File: src/memIoPkg.sv
package memIoPkg;

  ////////////////////////////////////////////////////////////////////////////
  // Address map
  ////////////////////////////////////////////////////////////////////////////

  // Word-addressed data memory
  localparam int dmemWords    = 1024;
  localparam int dmemAddrBits = 10;

  // Everything at or above the base goes to the I/O ports
  localparam logic [31:0] ioBase = 32'hFFFF_FC00;

  // Mapped I/O words
  localparam logic [31:0] ioSegAddr   = ioBase + 32'h00;
  localparam logic [31:0] ioLedAddr   = ioBase + 32'h04;
  localparam logic [31:0] ioBlinkAddr = ioBase + 32'h08;
  localparam logic [31:0] ioSwAAddr   = ioBase + 32'h10;
  localparam logic [31:0] ioSwBAddr   = ioBase + 32'h14;
  localparam logic [31:0] ioTestAddr  = ioBase + 32'h18;

  ////////////////////////////////////////////////////////////////////////////
  // Display and LED sizes
  ////////////////////////////////////////////////////////////////////////////

  localparam int segQueueDepth = 32;
  localparam int segPtrBits    = $clog2(segQueueDepth);
  // Default display time per queue entry, in cycles
  localparam int segHoldCycles = 8;
  localparam int segWidth      = 24;

  ////////////////////////////////////////////////////////////////////////////
  // Types
  ////////////////////////////////////////////////////////////////////////////

  typedef enum logic {
    opLoad,
    opStore
  } memOpE;

  // Where a decoded access lands
  typedef enum logic [2:0] {
    tgtDmem,
    tgtSeg,
    tgtLed,
    tgtBlink,
    tgtSwA,
    tgtSwB,
    tgtTest,
    tgtNone
  } ioTargetE;

  // Request as issued by the core
  typedef struct packed {
    memOpE       op;
    logic [31:0] addr;
    logic [31:0] wdata;
  } memReqT;

  // Request after address decode
  typedef struct packed {
    memOpE                   op;
    ioTargetE                target;
    logic [dmemAddrBits-1:0] wordIdx;
    logic [31:0]             wdata;
  } decodedReqT;

  // One response per request, loads and stores alike
  typedef struct packed {
    memOpE       op;
    logic [31:0] rdata;
  } memRespT;

endpackage

File: src/ioPorts.sv
`timescale 1ns/1ps

module ioPorts (
  input  logic                          clk,
  input  logic                          arstN,
  input  logic                          advance,
  input  memIoPkg::decodedReqT          dec,
  input  logic [7:0]                    switchIn,
  input  logic                          enterA,
  input  logic                          enterB,
  input  logic [2:0]                    testIn,
  output logic [memIoPkg::segWidth-1:0] ledOut,
  output logic                          blinkOut,
  output logic [31:0]                   ioRdata
);

  // Switch entry registers
  logic [7:0]  swA;
  logic [7:0]  swB;
  // Blink down-counter
  logic [31:0] blinkCnt;
  // Store and load strobes for this advance
  logic        storeHit;
  logic        loadHit;
  logic [31:0] rdSel;

  assign storeHit = advance && (dec.op == memIoPkg::opStore);
  assign loadHit  = advance && (dec.op == memIoPkg::opLoad);

  ////////////////////////////////////////////////////////////////////////////
  // Switches
  ////////////////////////////////////////////////////////////////////////////

  // Captured on the edge where the enter key is seen
  always_ff @(posedge clk or negedge arstN) begin
    if (!arstN) begin
      swA <= '0;
      swB <= '0;
    end else begin
      if (enterA) begin
        swA <= switchIn;
      end
      if (enterB) begin
        swB <= switchIn;
      end
    end
  end

  ////////////////////////////////////////////////////////////////////////////
  // LED and blink timer
  ////////////////////////////////////////////////////////////////////////////

  // LED keeps the low bits of the stored word
  always_ff @(posedge clk or negedge arstN) begin
    if (!arstN) begin
      ledOut <= '0;
    end else if (storeHit && (dec.target == memIoPkg::tgtLed)) begin
      ledOut <= dec.wdata[memIoPkg::segWidth-1:0];
    end
  end

  // Load with the count, then run down to zero
  // a new store restarts it
  always_ff @(posedge clk or negedge arstN) begin
    if (!arstN) begin
      blinkCnt <= '0;
    end else if (storeHit && (dec.target == memIoPkg::tgtBlink)) begin
      blinkCnt <= dec.wdata;
    end else if (blinkCnt != '0) begin
      blinkCnt <= blinkCnt - 32'd1;
    end
  end

  // High for exactly the loaded number of cycles
  assign blinkOut = (blinkCnt != '0);

  ////////////////////////////////////////////////////////////////////////////
  // Read data
  ////////////////////////////////////////////////////////////////////////////

  // Zero-extended port values
  always_comb begin
    case (dec.target)
      memIoPkg::tgtSwA:  rdSel = {24'd0, swA};
      memIoPkg::tgtSwB:  rdSel = {24'd0, swB};
      memIoPkg::tgtTest: rdSel = {29'd0, testIn};
      memIoPkg::tgtLed:  rdSel = {{(32 - memIoPkg::segWidth){1'b0}}, ledOut};
      // Seg, blink, unmapped and memory read as zero here
      default:           rdSel = '0;
    endcase
  end

  // Registered so it lines up with the memory read port
  always_ff @(posedge clk) begin
    if (loadHit) begin
      ioRdata <= rdSel;
    end
  end

endmodule

File: config.mk
export PLATFORM = sky130hd
export DESIGN_NAME = ioPorts
export DESIGN_NICKNAME = d
export VERILOG_FILES = /design/src/memIoPkg.sv /design/src/ioPorts.sv
export SDC_FILE = /design/constraint.sdc
export NUM_CORES = 1
export LEC_CHECK = 0
export BUFFER_PORTS_ARGS = -buffer_cell sky130_fd_sc_hd__clkbuf_2
export CAP_MARGIN = 5
export CORE_AREA = 3 3 110 112
export DETAILED_ROUTE_END_ITERATION = 10
export DIE_AREA = 0 0 113 115
export PLACE_DENSITY = 0.66
export SYNTH_ARGS = -nofsm -noshare
export SYNTH_HDL_FRONTEND = slang
export SYNTH_SLANG_ARGS = --single-unit
File: constraint.sdc
create_clock -name clk -period 3.2 [get_ports clk]
set_clock_uncertainty 0.05 [all_clocks]
set_input_delay 0.48 -clock clk [delete_from_list [all_inputs] [get_ports clk]]
set_output_delay 0.48 -clock clk [all_outputs]
set_load 0.02 [all_outputs]
==> results of run 1 <==
==> cell type report <==
| cell class | count | area (um^2) | area share [%] |
|---|---|---|---|
| multi-input combinational | 265 | 1783 | 33.15 |
| timing repair buffer | 109 | 580.6 | 10.79 |
| sequential | 96 | 2522 | 46.89 |
| tap | 143 | 178.9 | 3.326 |
| clock buffer | 10 | 229.0 | 4.257 |
| inverter | 3 | 11.26 | 0.2094 |
| clock inverter | 6 | 73.82 | 1.372 |
==> routing by layer <==
| layer | up-vias | wire length (um) | part of all wire, % |
|---|---|---|---|
| met3 | 16 | 534 | 5.3 |
| met4 | 0 | 172 | 1.7 |
| met2 | 100 | 4745 | 47 |
| li1 | 1557 | - | - |
| met5 | - | 0 | 0 |
| met1 | 1585 | 4538 | 45 |
==> kinds of logic (layout without fill, tap and decap cells) <==
group	after synthesis	after routing	synth area share, %
simple gates	130	130	15.66
flops	96	96	56.90
compound gates	55	55	7.000
mux	45	45	11.40
buf+inv	30	128	3.528
xor+xnor	26	26	5.137
fa+ha+maj	1	1	0.2822
other cells	1	8	0.08459
==> per-stage QoR <==
stage                     total power, mW  setup slack, ps  cell area, um^2  std cells
after floorplan                     2.183            862.2             4459        391
after global placement              2.407            607.1             5076        616
final                               3.529            344.9             5379        632
after detailed placement            2.444            441.9             5076        616
after global routing                3.730            209.9             5379        632
after CTS                           3.557            355.4             5379        632
==> worst reg2reg max path, delay by kind of cell, from the launching register on <==
family | cells | cell delay [ps]
AOI/OAI and AO/OA | 1 | 220
adders and majority gates | 1 | 200
and+or+nand+nor | 4 | 1630
buffers and inverters | 1 | 90
DFF | 1 | 390
==> path summary, 6_finish.rpt <==
kind / to / startpoint / slack, ps
max in group asynchronous: blinkCnt[1]$_DFFE_PN0P_ / arstN / 2270
min reg2reg: swA[2]$_DFFE_PN0P_ / swA[2]$_DFFE_PN0P_ / 460
max reg2reg: blinkCnt[14]$_DFFE_PN0P_ / blinkCnt[0]$_DFFE_PN0P_ / 470
min in group clk: blinkCnt[30]$_DFFE_PN0P_ / dec[30] / 300
max: blinkOut / blinkCnt[0]$_DFFE_PN0P_ / 340
min: ledOut[14]$_DFFE_PN0P_ / arstN / 150
==> sequential cells by signal, summed over array words and instances, names as in the netlist <==
| name | count |
|---|---|
| ledOut | 24 |
| blinkCnt | 32 |
| swA | 8 |
| swB | 8 |
| ioRdata | 24 |
==> cell usage in the layout (no fill, tap or decap), drive strengths merged, types with 2 or more instances in the layout <==
cell / Yosys / routed
a31oi: 2 / 2
a21oi: 8 / 8
xnor2: 10 / 10
nor4: 9 / 9
or4: 7 / 7
and2: 17 / 17
o21ai: 33 / 33
and3: 3 / 3
nand3: 5 / 5
xor2: 16 / 16
clkbuf: 13 / 109
conb: 1 / 8
nor2b: 4 / 4
inv: 3 / 7
or3: 2 / 2
buf: 14 / 10
nor2: 20 / 20
a211oi: 3 / 3
nand2: 38 / 38
nand4b: 2 / 2
dfrtp: 72 / 72
nor3: 10 / 10
edfxtp: 24 / 24
mux2: 44 / 44
a22oi: 7 / 7
and4: 2 / 2
nand4: 9 / 9
==> Yosys cell counts (3+ instances only) <==
master	n	area, um^2
dfrtp_1	72	1802
a211oi_1	3	22.52
nor4_1	8	50.05
xor2_1	16	140.1
or4_1	7	52.55
nor2_1	20	75.07
nand4_1	9	56.30
o21ai_0	30	150.1
mux2_2	44	495.5
clkbuf_1	13	48.80
o21ai_1	3	15.01
edfxtp_1	24	720.7
a21oi_1	8	40.04
nand3_1	5	25.02
a22oi_1	7	52.55
buf_2	5	25.02
nor2b_1	4	25.02
nand2_1	38	142.6
nor3_1	8	40.04
and2_1	17	106.4
and3_1	3	18.77
inv_1	3	11.26
buf_4	8	60.06
xnor2_1	10	87.58
==> report_power, final <==
group	total [mW]	internal [mW]	switching (mW)
clock network	1.11	0.620	0.492
registers	1.71	1.49	0.215
logic	0.710	0.324	0.386
==> metrics.md, run 1 <==
| Metric | Value |
|---|---|
| WP buf/inv | `2` |
| CORE AREA | `~11000 um^2` |
| Root Driver | `clkbuf_16` |
| Tmin final | `2855 ps` |
| CP Depth | `6` |
| TritonCTS clock tree | `done` |
| FFs w/ async S/R, synth | `roughly three quarters` |
| Post-CTS setup repair buffer count | `0` |
| Number of distinct library cells after synthesis | `38` |
| Synthesized cell area | `4433 um^2` |
| Top FF cell, synth | `dfrtp_1` |
| RSZ-0062 raised after global routing | `no` |
| MaxCap Viol Count | `0` |
| Total Die Area | `around 13000 um^2` |
| Layout fillers | `between 1000 and 1500` |
| Worst EP arrival | `2330 ps` |
| Via/cell ratio | `roughly 5.2` |
| Initial antenna violation count | `0` |
| Final hold violations | `0` |
| N_diodes | `0` |
| CTS max path bufs | `2` |
| Post-Synthesis Cells | `384` |
| Cell family with most CP delay | `simple AND/OR/NAND/NOR gates` |
| Crit start category | `flip-flop` |
| Drt wl/cell | `15.81 um` |
| Final setup viols | `0` |
| Hold slack final | `roughly 150 ps` |
| Grt met2 use | `between 20% and 30%` |
| Hpwl dp | `roughly 7.3 mm` |
| Cts hold-fix bufs | `0` |
| Grt met3 use | `3.632%` |
| GR Util All Layers | `around 16%` |
| Power Density | `approximately 660 nW/um^2` |
| Gr ovfl total | `0` |
| Fin util | `47.51%` |
| Grt met1 use | `a little over a fifth` |
| Port bufs | `100` |
| Worst slew margin | `a little under 50%` |
| Std cell rows | `39` |
| Worst VDD drop | `between 0.2 and 0.3 mV` |
| Io pins | `119` |
| Vias in the first global route | `about 3300` |
| Starting density of the core | `between 30% and 40%` |
| Die W | `113 um` |
| Htree depth | `3` |
| Routed Antenna Nets | `0` |
| YS warnings | `0` |
| Kind of critical path | `flip-flop to primary output` |
| Worst R2R Path Depth | `7` |
| Status | `finished clean` |
| Drt total wl | `9.991 mm` |
| Routability Congestion | `approximately 0.84` |
| Nets@finish | `between 500 and 600` |
| Period utilisation layout | `between 80% and 90%` |
| F_max | `350.2 MHz` |
| Clk slew on worst S/H paths | `around 70 ps` |
| Synth Area per Inst | `roughly 12 um^2` |
| Post-synthesis register bit count | `96` |
| Num CTS Buffers | `9` |
| DR pass1 iterations | `4` |
| Drt first-iter violations | `266` |
| Vias | `3258` |
| Final Max Slew Viols | `0` |
| Crit end category | `primary output` |
| Clock sink count | `96` |
| Share of layout cells above drive strength 1 | `between 30% and 40%` |
| Die Height | `115 um` |
| Setup TNS | `0 ps` |
| GR peak layer | `met2` |
| Crit path largest cell delay | `roughly 490 ps` |
| Worst slew pin tran | `around 760 ps` |
| Hold Path Class | `input pin to async pin` |
| CP max stage cell | `or4b_4` |
| Number of synthesized flops with an enable pin | `24` |
| Worst skew pair latency | `approximately 340 ps` |
| Largest net degree at the start of global routing | `slightly above 40` |
| Static leakage | `between 2 and 2.5 nW` |
| Critical Path Fanout Max | `5` |
| Area grow syn2layout | `21.34%` |
| Seq/Total Area, Yosys | `a little under three fifths` |
| First-pass GRT wire length | `roughly 16 mm` |
| WP data required | `2670 ps` |
| CP Cell Sequence | `inv_1, ha_1, or4b_4, nor2_1, nand4_1, clkbuf_2` |
| Post-cts repair resize count | `0` |
| DRC viols | `0` |
(Power assumes the default switching activity.)
==> run 2, diff against run 1 <==
- ABC_AREA: default -> 1
- CORE_AREA: 3 3 110 112 -> 3 3 114 116
- CTS_CLUSTER_SIZE: default -> 25
- DIE_AREA: 0 0 113 115 -> 0 0 117 119
==> metrics.md, run 2 <==
| Metric | Value |
|---|---|
| Power Density | `666.8 nW/um^2 (was 656.1 nW/um^2)` |
| PnR worst setup slack | `810.9 ps (was 344.9 ps)` |
| Flop pwr share | `44.1% (was 48.4%)` |
| Port bufs | `100 (unchanged)` |
| Drt wl/cell | `13.77 um (was 15.81 um)` |
| Psw | `1.288 mW (was 1.094 mW)` |
| Io pins | `119 (unchanged)` |
| Final hold violations | `0 (unchanged)` |
| Crit start category | `flip-flop (unchanged)` |
| Drt first-iter violations | `345 (was 266)` |
| Static leakage | `2.883 nW (was 2.275 nW)` |
| Num CTS Buffers | `9 (unchanged)` |
| Synthesized cell area | `4792 um^2 (was 4433 um^2)` |
| Top library cells by usage in the layout, fill and taps aside | `nand2_1 (143), clkbuf_2 (99), nor2_1 (94), inv_1 (77), dfrtp_1 (72) (was clkbuf_2 (99), dfrtp_1 (72), mux2_2 (44), nand2_1 (38), o21ai_0 (30))` |
| Share of layout cells above drive strength 1 | `20.97% (was 35.58%)` |
| Area grow syn2layout | `19.45% (was 21.34%)` |
| Number of distinct library cells after synthesis | `35 (was 38)` |
| Htree depth | `3 (unchanged)` |
| Clk pwr share | `30.2% (was 31.5%)` |
| WP data required | `2670 ps (about the same)` |
| Synth top cells by count | `nand2_1 (143), nor2_1 (95), inv_1 (77) (was dfrtp_1 (72), mux2_2 (44), nand2_1 (38))` |
| Cell family with most CP delay | `simple AND/OR/NAND/NOR gates (unchanged)` |
| Max reg flops | `32 (unchanged)` |
| Die Height | `119 um (was 115 um)` |
| Status | `finished clean (unchanged)` |
| DR pass1 iterations | `4 (unchanged)` |
| Worst skew pair latency | `330 ps (was 340 ps)` |
| Total Die Area | `13920 um^2 (was 13000 um^2)` |
| CTS max path bufs | `2 (unchanged)` |
| Top FF cell, synth | `dfrtp_1 (unchanged)` |
| Drt total wl | `11.42 mm (was 9.991 mm)` |
| N_diodes | `0 (unchanged)` |
| Final setup viols | `0 (unchanged)` |
| Setup slack at placement | `1158 ps (was 441.9 ps)` |
| FFs w/ async S/R, synth | `75.00% (unchanged)` |
| Internal power | `2.529 mW (was 2.436 mW)` |
| CORE AREA | `12010 um^2 (was 11320 um^2)` |
| Worst slew pin tran | `666.7 ps (was 762.2 ps)` |
| CP max stage cell | `dfrtp_1 (was or4b_4)` |
| Hold Path Class | `input pin to async pin (unchanged)` |
| GR Util All Layers | `17.04% (was 15.93%)` |
| Std cell rows | `40 (was 39)` |
| Seq/Total Area, Yosys | `52.64% (was 56.90%)` |
| Post-Synthesis Cells | `574 (was 384)` |
| DRC viols | `0 (unchanged)` |
| RSZ-0062 raised after global routing | `no (unchanged)` |
| Worst slew margin | `55.56% (was 49.18%)` |
| Worst VDD drop | `0.2632 mV (was 0.2949 mV)` |
| Post-CTS setup repair buffer count | `0 (unchanged)` |
| Switching Share | `33.75% (was 30.99%)` |
| Area contributors post-synth | `dfrtp_1 (38%), edfxtp_1 (15%), nand2_1 (11%) (was dfrtp_1 (41%), edfxtp_1 (16%), mux2_2 (11%))` |
| Post-synthesis register bit count | `96 (unchanged)` |
| Vias | `3994 (was 3258)` |
| Tmin final | `2389 ps (was 2855 ps)` |
| Synth Area per Inst | `8.349 um^2 (was 11.54 um^2)` |
| Cts hold-fix bufs | `0 (unchanged)` |
| Regs by FF count | `blinkCnt (32), ioRdata (24), ledOut (24) (unchanged)` |
| MaxCap Viol Count | `0 (unchanged)` |
| F_max | `418.6 MHz (was 350.2 MHz)` |
| Via/cell ratio | `4.818 (was 5.155)` |
| Final Max Slew Viols | `0 (unchanged)` |
| Most frequent cell after synthesis | `nand2_1 (was dfrtp_1)` |
| Routability Congestion | `0.8951 (was 0.8409)` |
| Post-cts repair resize count | `0 (unchanged)` |
| Hpwl dp | `8.721 mm (was 7.339 mm)` |
| Gr ovfl total | `0 (unchanged)` |
| Combinational Power Share | `25.7% (was 20.1%)` |
| TritonCTS clock tree | `done (unchanged)` |
| Most common cell after layout, fill and taps aside | `nand2_1 (was clkbuf_2)` |
| Critical Path Fanout Max | `6 (was 5)` |
| First-pass GRT wire length | `18.82 mm (was 16.39 mm)` |
| Clk slew on worst S/H paths | `70 ps (about the same)` |
| CP Cell Sequence | `inv_1, ha_1, nand2_2, nor2_4, nand2_2, nor2_4, nand2_1, clkbuf_2 (was inv_1, ha_1, or4b_4, nor2_1, nand4_1, clkbuf_2)` |
| Setup TNS | `0 ps (unchanged)` |
| Crit path largest cell delay | `370 ps (was 490 ps)` |
| Share of the synthesized area in the top cell type | `37.60% (was 40.64%)` |
| Nets@finish | `740 (was 547)` |
| Top reg by flops | `blinkCnt (unchanged)` |
| Largest net degree at the start of global routing | `46 (was 41)` |
| YS warnings | `0 (unchanged)` |
| Routed Antenna Nets | `0 (unchanged)` |
| WP buf/inv | `2 (unchanged)` |
| Starting density of the core | `39.90% (was 39.16%)` |
| Vias in the first global route | `3891 (was 3274)` |
| Kind of critical path | `flip-flop to primary output (unchanged)` |
| Crit end category | `primary output (unchanged)` |
| Synth area leader | `dfrtp_1 (unchanged)` |
| Initial antenna violation count | `0 (unchanged)` |
| Period utilisation layout | `74.66% (was 89.22%)` |
| Die W | `117 um (was 113 um)` |
| Clock sink count | `96 (unchanged)` |
| Worst EP arrival | `1860 ps (was 2330 ps)` |
| Number of synthesized flops with an enable pin | `24 (unchanged)` |
| Root Driver | `clkbuf_16 (unchanged)` |
==> run 2: cell families after synthesis <==
kind of cell | synth area share (%)
AND/OR/NAND/NOR | 24.62
buffers and inverters | 9.217
flip-flops | 52.64
AO/OA/AOI/OAI | 8.590
XOR/XNOR | 3.655
multiplexers | 0.9399
adder cells (fa/ha/maj) | 0.2611
other | 0.07825
==> run 2: power by group through the flow <==
| stage | sequential (mW) | combinational [mW] | clock, mW |
|---|---|---|---|
| 6_report | 1.68 | 0.982 | 1.15 |
| 5_1_grt | 1.72 | 1.12 | 1.23 |
| 3_3_place_gp | 1.70 | 0.963 | 0 |
| 2_1_floorplan | 1.75 | 0.619 | 0 |
| 3_5_place_dp | 1.70 | 0.986 | 0 |
| 4_1_cts | 1.68 | 0.991 | 1.17 |
==> run 2: stage by stage <==
step                      power [mW]  cells  hold slack [ps]  utilization (%)  cell area, um^2
after floorplan                2.373    581            134.4                -             4818
after global placement         2.660    813            457.1            45.00             5405
after detailed placement       2.683    813            461.3            45.00             5405
after CTS                      3.846    829            150.8            47.66             5724
after global routing           4.072    829            180.1            47.66             5724
final                          3.817    829            124.1            47.66             5724
==> run 2: worst paths after layout <==
path | from | end | slack (ps) | depth (start not counted)
min in group clk | dec[31] | blinkCnt[31]$_DFFE_PN0P_ | 300 | 3
setup reg to reg | blinkCnt[0]$_DFFE_PN0P_ | blinkCnt[21]$_DFFE_PN0P_ | 1340 | 9
max in group asynchronous | arstN | ledOut[11]$_DFFE_PN0P_ | 2300 | 2
hold reg to reg | ledOut[6]$_DFFE_PN0P_ | ledOut[6]$_DFFE_PN0P_ | 470 | 2
hold / removal | arstN | swA[0]$_DFFE_PN0P_ | 120 | 1
setup / recovery | blinkCnt[0]$_DFFE_PN0P_ | blinkOut | 810 | 8
==> run 2: layer usage <==
metal | global-route usage [%] | part of all wire (%) | up-vias
met2 | 26.92 | 47 | 120
met1 | 24.19 | 47 | 1871
met3 | 2.642 | 5.1 | 8
met4 | 4.875 | 1.0 | 0
li1 | - | - | 1995
met5 | 0 | 0 | -
==> run 2: cell type report <==
type                       count  area, um^2
inverter                      79       299.0
timing repair buffer         104       543.0
clock buffer                   9       225.2
multi-input combinational    387        1857
fill                        1192        6287
tap                          147       183.9
sequential                    96        2522
clock inverter                 7       93.84
==> run 3, diff against run 2 <==
- clock period: 3.2 -> 2.43 ns (I/O delays scaled with it)
==> metrics.md, run 3 (same netlist as run 2, synthesis figures left out) <==
| Metric | Value |
|---|---|
| Clk slew on worst S/H paths | `70 ps (about the same)` |
| DP Area | `5405 um^2 (unchanged)` |
| Setup crit start | `blinkCnt[0]$_DFFE_PN0P_ (unchanged)` |
| Worst skew pair latency | `340 ps (was 330 ps)` |
| Routability Congestion | `0.9165 (was 0.8951)` |
| Hpwl dp | `8.718 mm (was 8.721 mm)` |
| Status | `finished clean (unchanged)` |
| Crit end category | `primary output (unchanged)` |
| Final Max Slew Viols | `0 (unchanged)` |
| Io pins | `119 (unchanged)` |
| CP Cell Sequence | `inv_1, ha_2, nand2_2, nor2_4, nand2_2, nor2_4, nand2_1, clkbuf_2 (was inv_1, ha_1, nand2_2, nor2_4, nand2_2, nor2_4, nand2_1, clkbuf_2)` |
| Grt met1 use | `24.57% (was 24.19%)` |
| DRC viols | `0 (unchanged)` |
| Crit path largest cell delay | `370 ps (about the same)` |
| Internal power | `3.333 mW (was 2.529 mW)` |
| Regs by FF count | `blinkCnt (32), ioRdata (24), ledOut (24) (unchanged)` |
| DR pass1 iterations | `4 (unchanged)` |
| Num CTS Buffers | `9 (unchanged)` |
| Drt wl/cell | `13.63 um (was 13.77 um)` |
| Std cell rows | `40 (unchanged)` |
| Most common cell after layout, fill and taps aside | `nand2_1 (unchanged)` |
| WP data required | `2020 ps (was 2670 ps)` |
| Via/cell ratio | `4.716 (was 4.818)` |
| CORE AREA | `12010 um^2 (unchanged)` |
| RR Startpoint | `blinkCnt[0]$_DFFE_PN0P_ (unchanged)` |
| Top reg by flops | `blinkCnt (unchanged)` |
| Final hold violations | `0 (unchanged)` |
| Vias | `3914 (was 3994)` |
| Total Die Area | `13920 um^2 (unchanged)` |
| Drt total wl | `11.31 mm (was 11.42 mm)` |
| Largest net degree at the start of global routing | `45 (was 46)` |
| Clk pwr share | `30.2% (about the same)` |
| Worst slew margin | `65.94% (was 55.56%)` |
| GR peak layer | `met2 (unchanged)` |
| Share of layout cells above drive strength 1 | `21.08% (was 20.97%)` |
| TritonCTS clock tree | `done (unchanged)` |
| RSZ-0062 raised after global routing | `no (unchanged)` |
| Top library cells by usage in the layout, fill and taps aside | `nand2_1 (143), clkbuf_2 (99), nor2_1 (94), inv_1 (77), dfrtp_1 (72) (unchanged)` |
| Starting density of the core | `39.90% (unchanged)` |
| Worst EP arrival | `1830 ps (was 1860 ps)` |
| Period utilisation layout | `92.49%` |
| Max reg flops | `32 (unchanged)` |
| Combinational Power Share | `25.8% (was 25.7%)` |
| Kind of critical path | `flip-flop to primary output (unchanged)` |
| Reg-to-reg endpoint | `blinkCnt[19]$_DFFE_PN0P_ (was blinkCnt[21]$_DFFE_PN0P_)` |
| Worst R2R Path Depth | `9 (unchanged)` |
| Gr ovfl total | `0 (unchanged)` |
| Worst slew pin tran | `509.2 ps (was 666.7 ps)` |
| Grt met3 use | `3.150% (was 2.642%)` |
| N_diodes | `0 (unchanged)` |
| Htree depth | `3 (unchanged)` |
| Drt first-iter violations | `318 (was 345)` |
| First-pass GRT wire length | `18.89 mm (was 18.82 mm)` |
| Critical Path Fanout Max | `6 (unchanged)` |
| Psw | `1.698 mW (was 1.288 mW)` |
| Static leakage | `2.885 nW (was 2.883 nW)` |
| Total power | `5.032 mW (was 3.817 mW)` |
| Setup slack at placement | `478.1 ps (was 1158 ps)` |
| CP max stage cell | `dfrtp_1 (unchanged)` |
| Port bufs | `100 (unchanged)` |
| Area grow syn2layout | `19.71% (was 19.45%)` |
| F_max | `around 440 MHz` |
| Initial antenna violation count | `0 (unchanged)` |
| Clock sink count | `96 (unchanged)` |
| Grt met2 use | `26.14% (was 26.92%)` |
| Root Driver | `clkbuf_16 (unchanged)` |
| Flop pwr share | `44.1% (about the same)` |
| PnR worst setup slack | `182.5 ps (was 810.9 ps)` |
| Layout fillers | `1192 (unchanged)` |
| Hold Path Class | `input pin to flip-flop (was input pin to async pin)` |
| Reg area | `2522 um^2 (unchanged)` |
| Vias in the first global route | `3861 (was 3891)` |
| GR Util All Layers | `16.98% (was 17.04%)` |
| Crit start category | `flip-flop (unchanged)` |
| Setup TNS | `0 ps (unchanged)` |
| Routed Antenna Nets | `0 (unchanged)` |
| Area of the multi-input gates | `1859 um^2 (was 1857 um^2)` |
| Switching Share | `33.75% (about the same)` |
| MaxCap Viol Count | `0 (unchanged)` |
| Die Height | `119 um (unchanged)` |
| Die W | `117 um (unchanged)` |
| Nets@finish | `741 (was 740)` |
| CTS max path bufs | `2 (unchanged)` |
| Worst VDD drop | `0.3289 mV (was 0.2632 mV)` |
| Tmin final | `about 2200 ps` |
| Crit path to | `blinkOut (unchanged)` |
| Final setup viols | `0 (unchanged)` |
| Worst R2R Setup Slack | `650 ps (was 1340 ps)` |
| Post-CTS setup repair buffer count | `0 (unchanged)` |
| Finished Cell Area | `5737 um^2 (was 5724 um^2)` |
| Power Density | `877.1 nW/um^2 (was 666.8 nW/um^2)` |
[run 3: power by group through the flow]
stage               clock network [mW]  logic, mW  registers, mW
floorplan                            0      0.815           2.31
CTS                               1.55       1.30           2.22
global placement                     0       1.26           2.24
finish                            1.52       1.30           2.22
detailed placement                   0       1.30           2.24
global route                      1.63       1.49           2.26
[run 3: cell type report]
class	instances	share of cell area [%]
Tap cell	147	3.206
Clock inverter	7	1.636
Sequential cell	96	43.97
Timing Repair Buffer	105	9.640
Multi-Input combinational cell	387	32.41
Clock buffer	9	3.926
Inverter	79	5.213
[run 3: repair_timing]
| action | CTS | global route |
|---|---|---|
| gates resized for setup | 0 | 1 |
| hold buffers | 1 | 0 |
| endpoints found under the hold margin | 10 | 0 |
| setup endpoints to repair | 0 | 1 |
[run 3: metrics by stage]
step,util [%],hold slack [ps],instances
floorplan,-,18.91,581
global placement,45.00,207.5,813
detailed placement,45.00,209.4,813
CTS,47.74,174.8,830
global route,47.76,190.9,830
finish,47.76,179.8,830
[run 3: worst min-delay path by stage]
stage / start / to / slack [ps] / depth (start not counted)
final: dec[31] / blinkCnt[31]$_DFFE_PN0P_ / 180 / 3
after global routing: dec[31] / blinkCnt[31]$_DFFE_PN0P_ / 190 / 3
after CTS: dec[31] / blinkCnt[31]$_DFFE_PN0P_ / 170 / 3
after detailed placement: arstN / swB[0]$_DFFE_PN0P_ / 210 / 1
after global placement: arstN / swA[0]$_DFFE_PN0P_ / 210 / 1
after floorplan: arstN / blinkCnt[0]$_DFFE_PN0P_ / 20 / 0
[run 3: worst max-delay path, delay by kind of cell, from the launching register on]
kind / cells / cell delay [ps]
fa+ha+maj: 1 / 250
buf+inv: 2 / 280
flops: 1 / 370
simple gates: 5 / 590
[run 3: routing by layer]
metal  routed length [um]  vias up
met1                 5408     1819
met4                   56        0
met3                  540        2
li1                     -     1996
met5                    0        -
met2                 5307       97
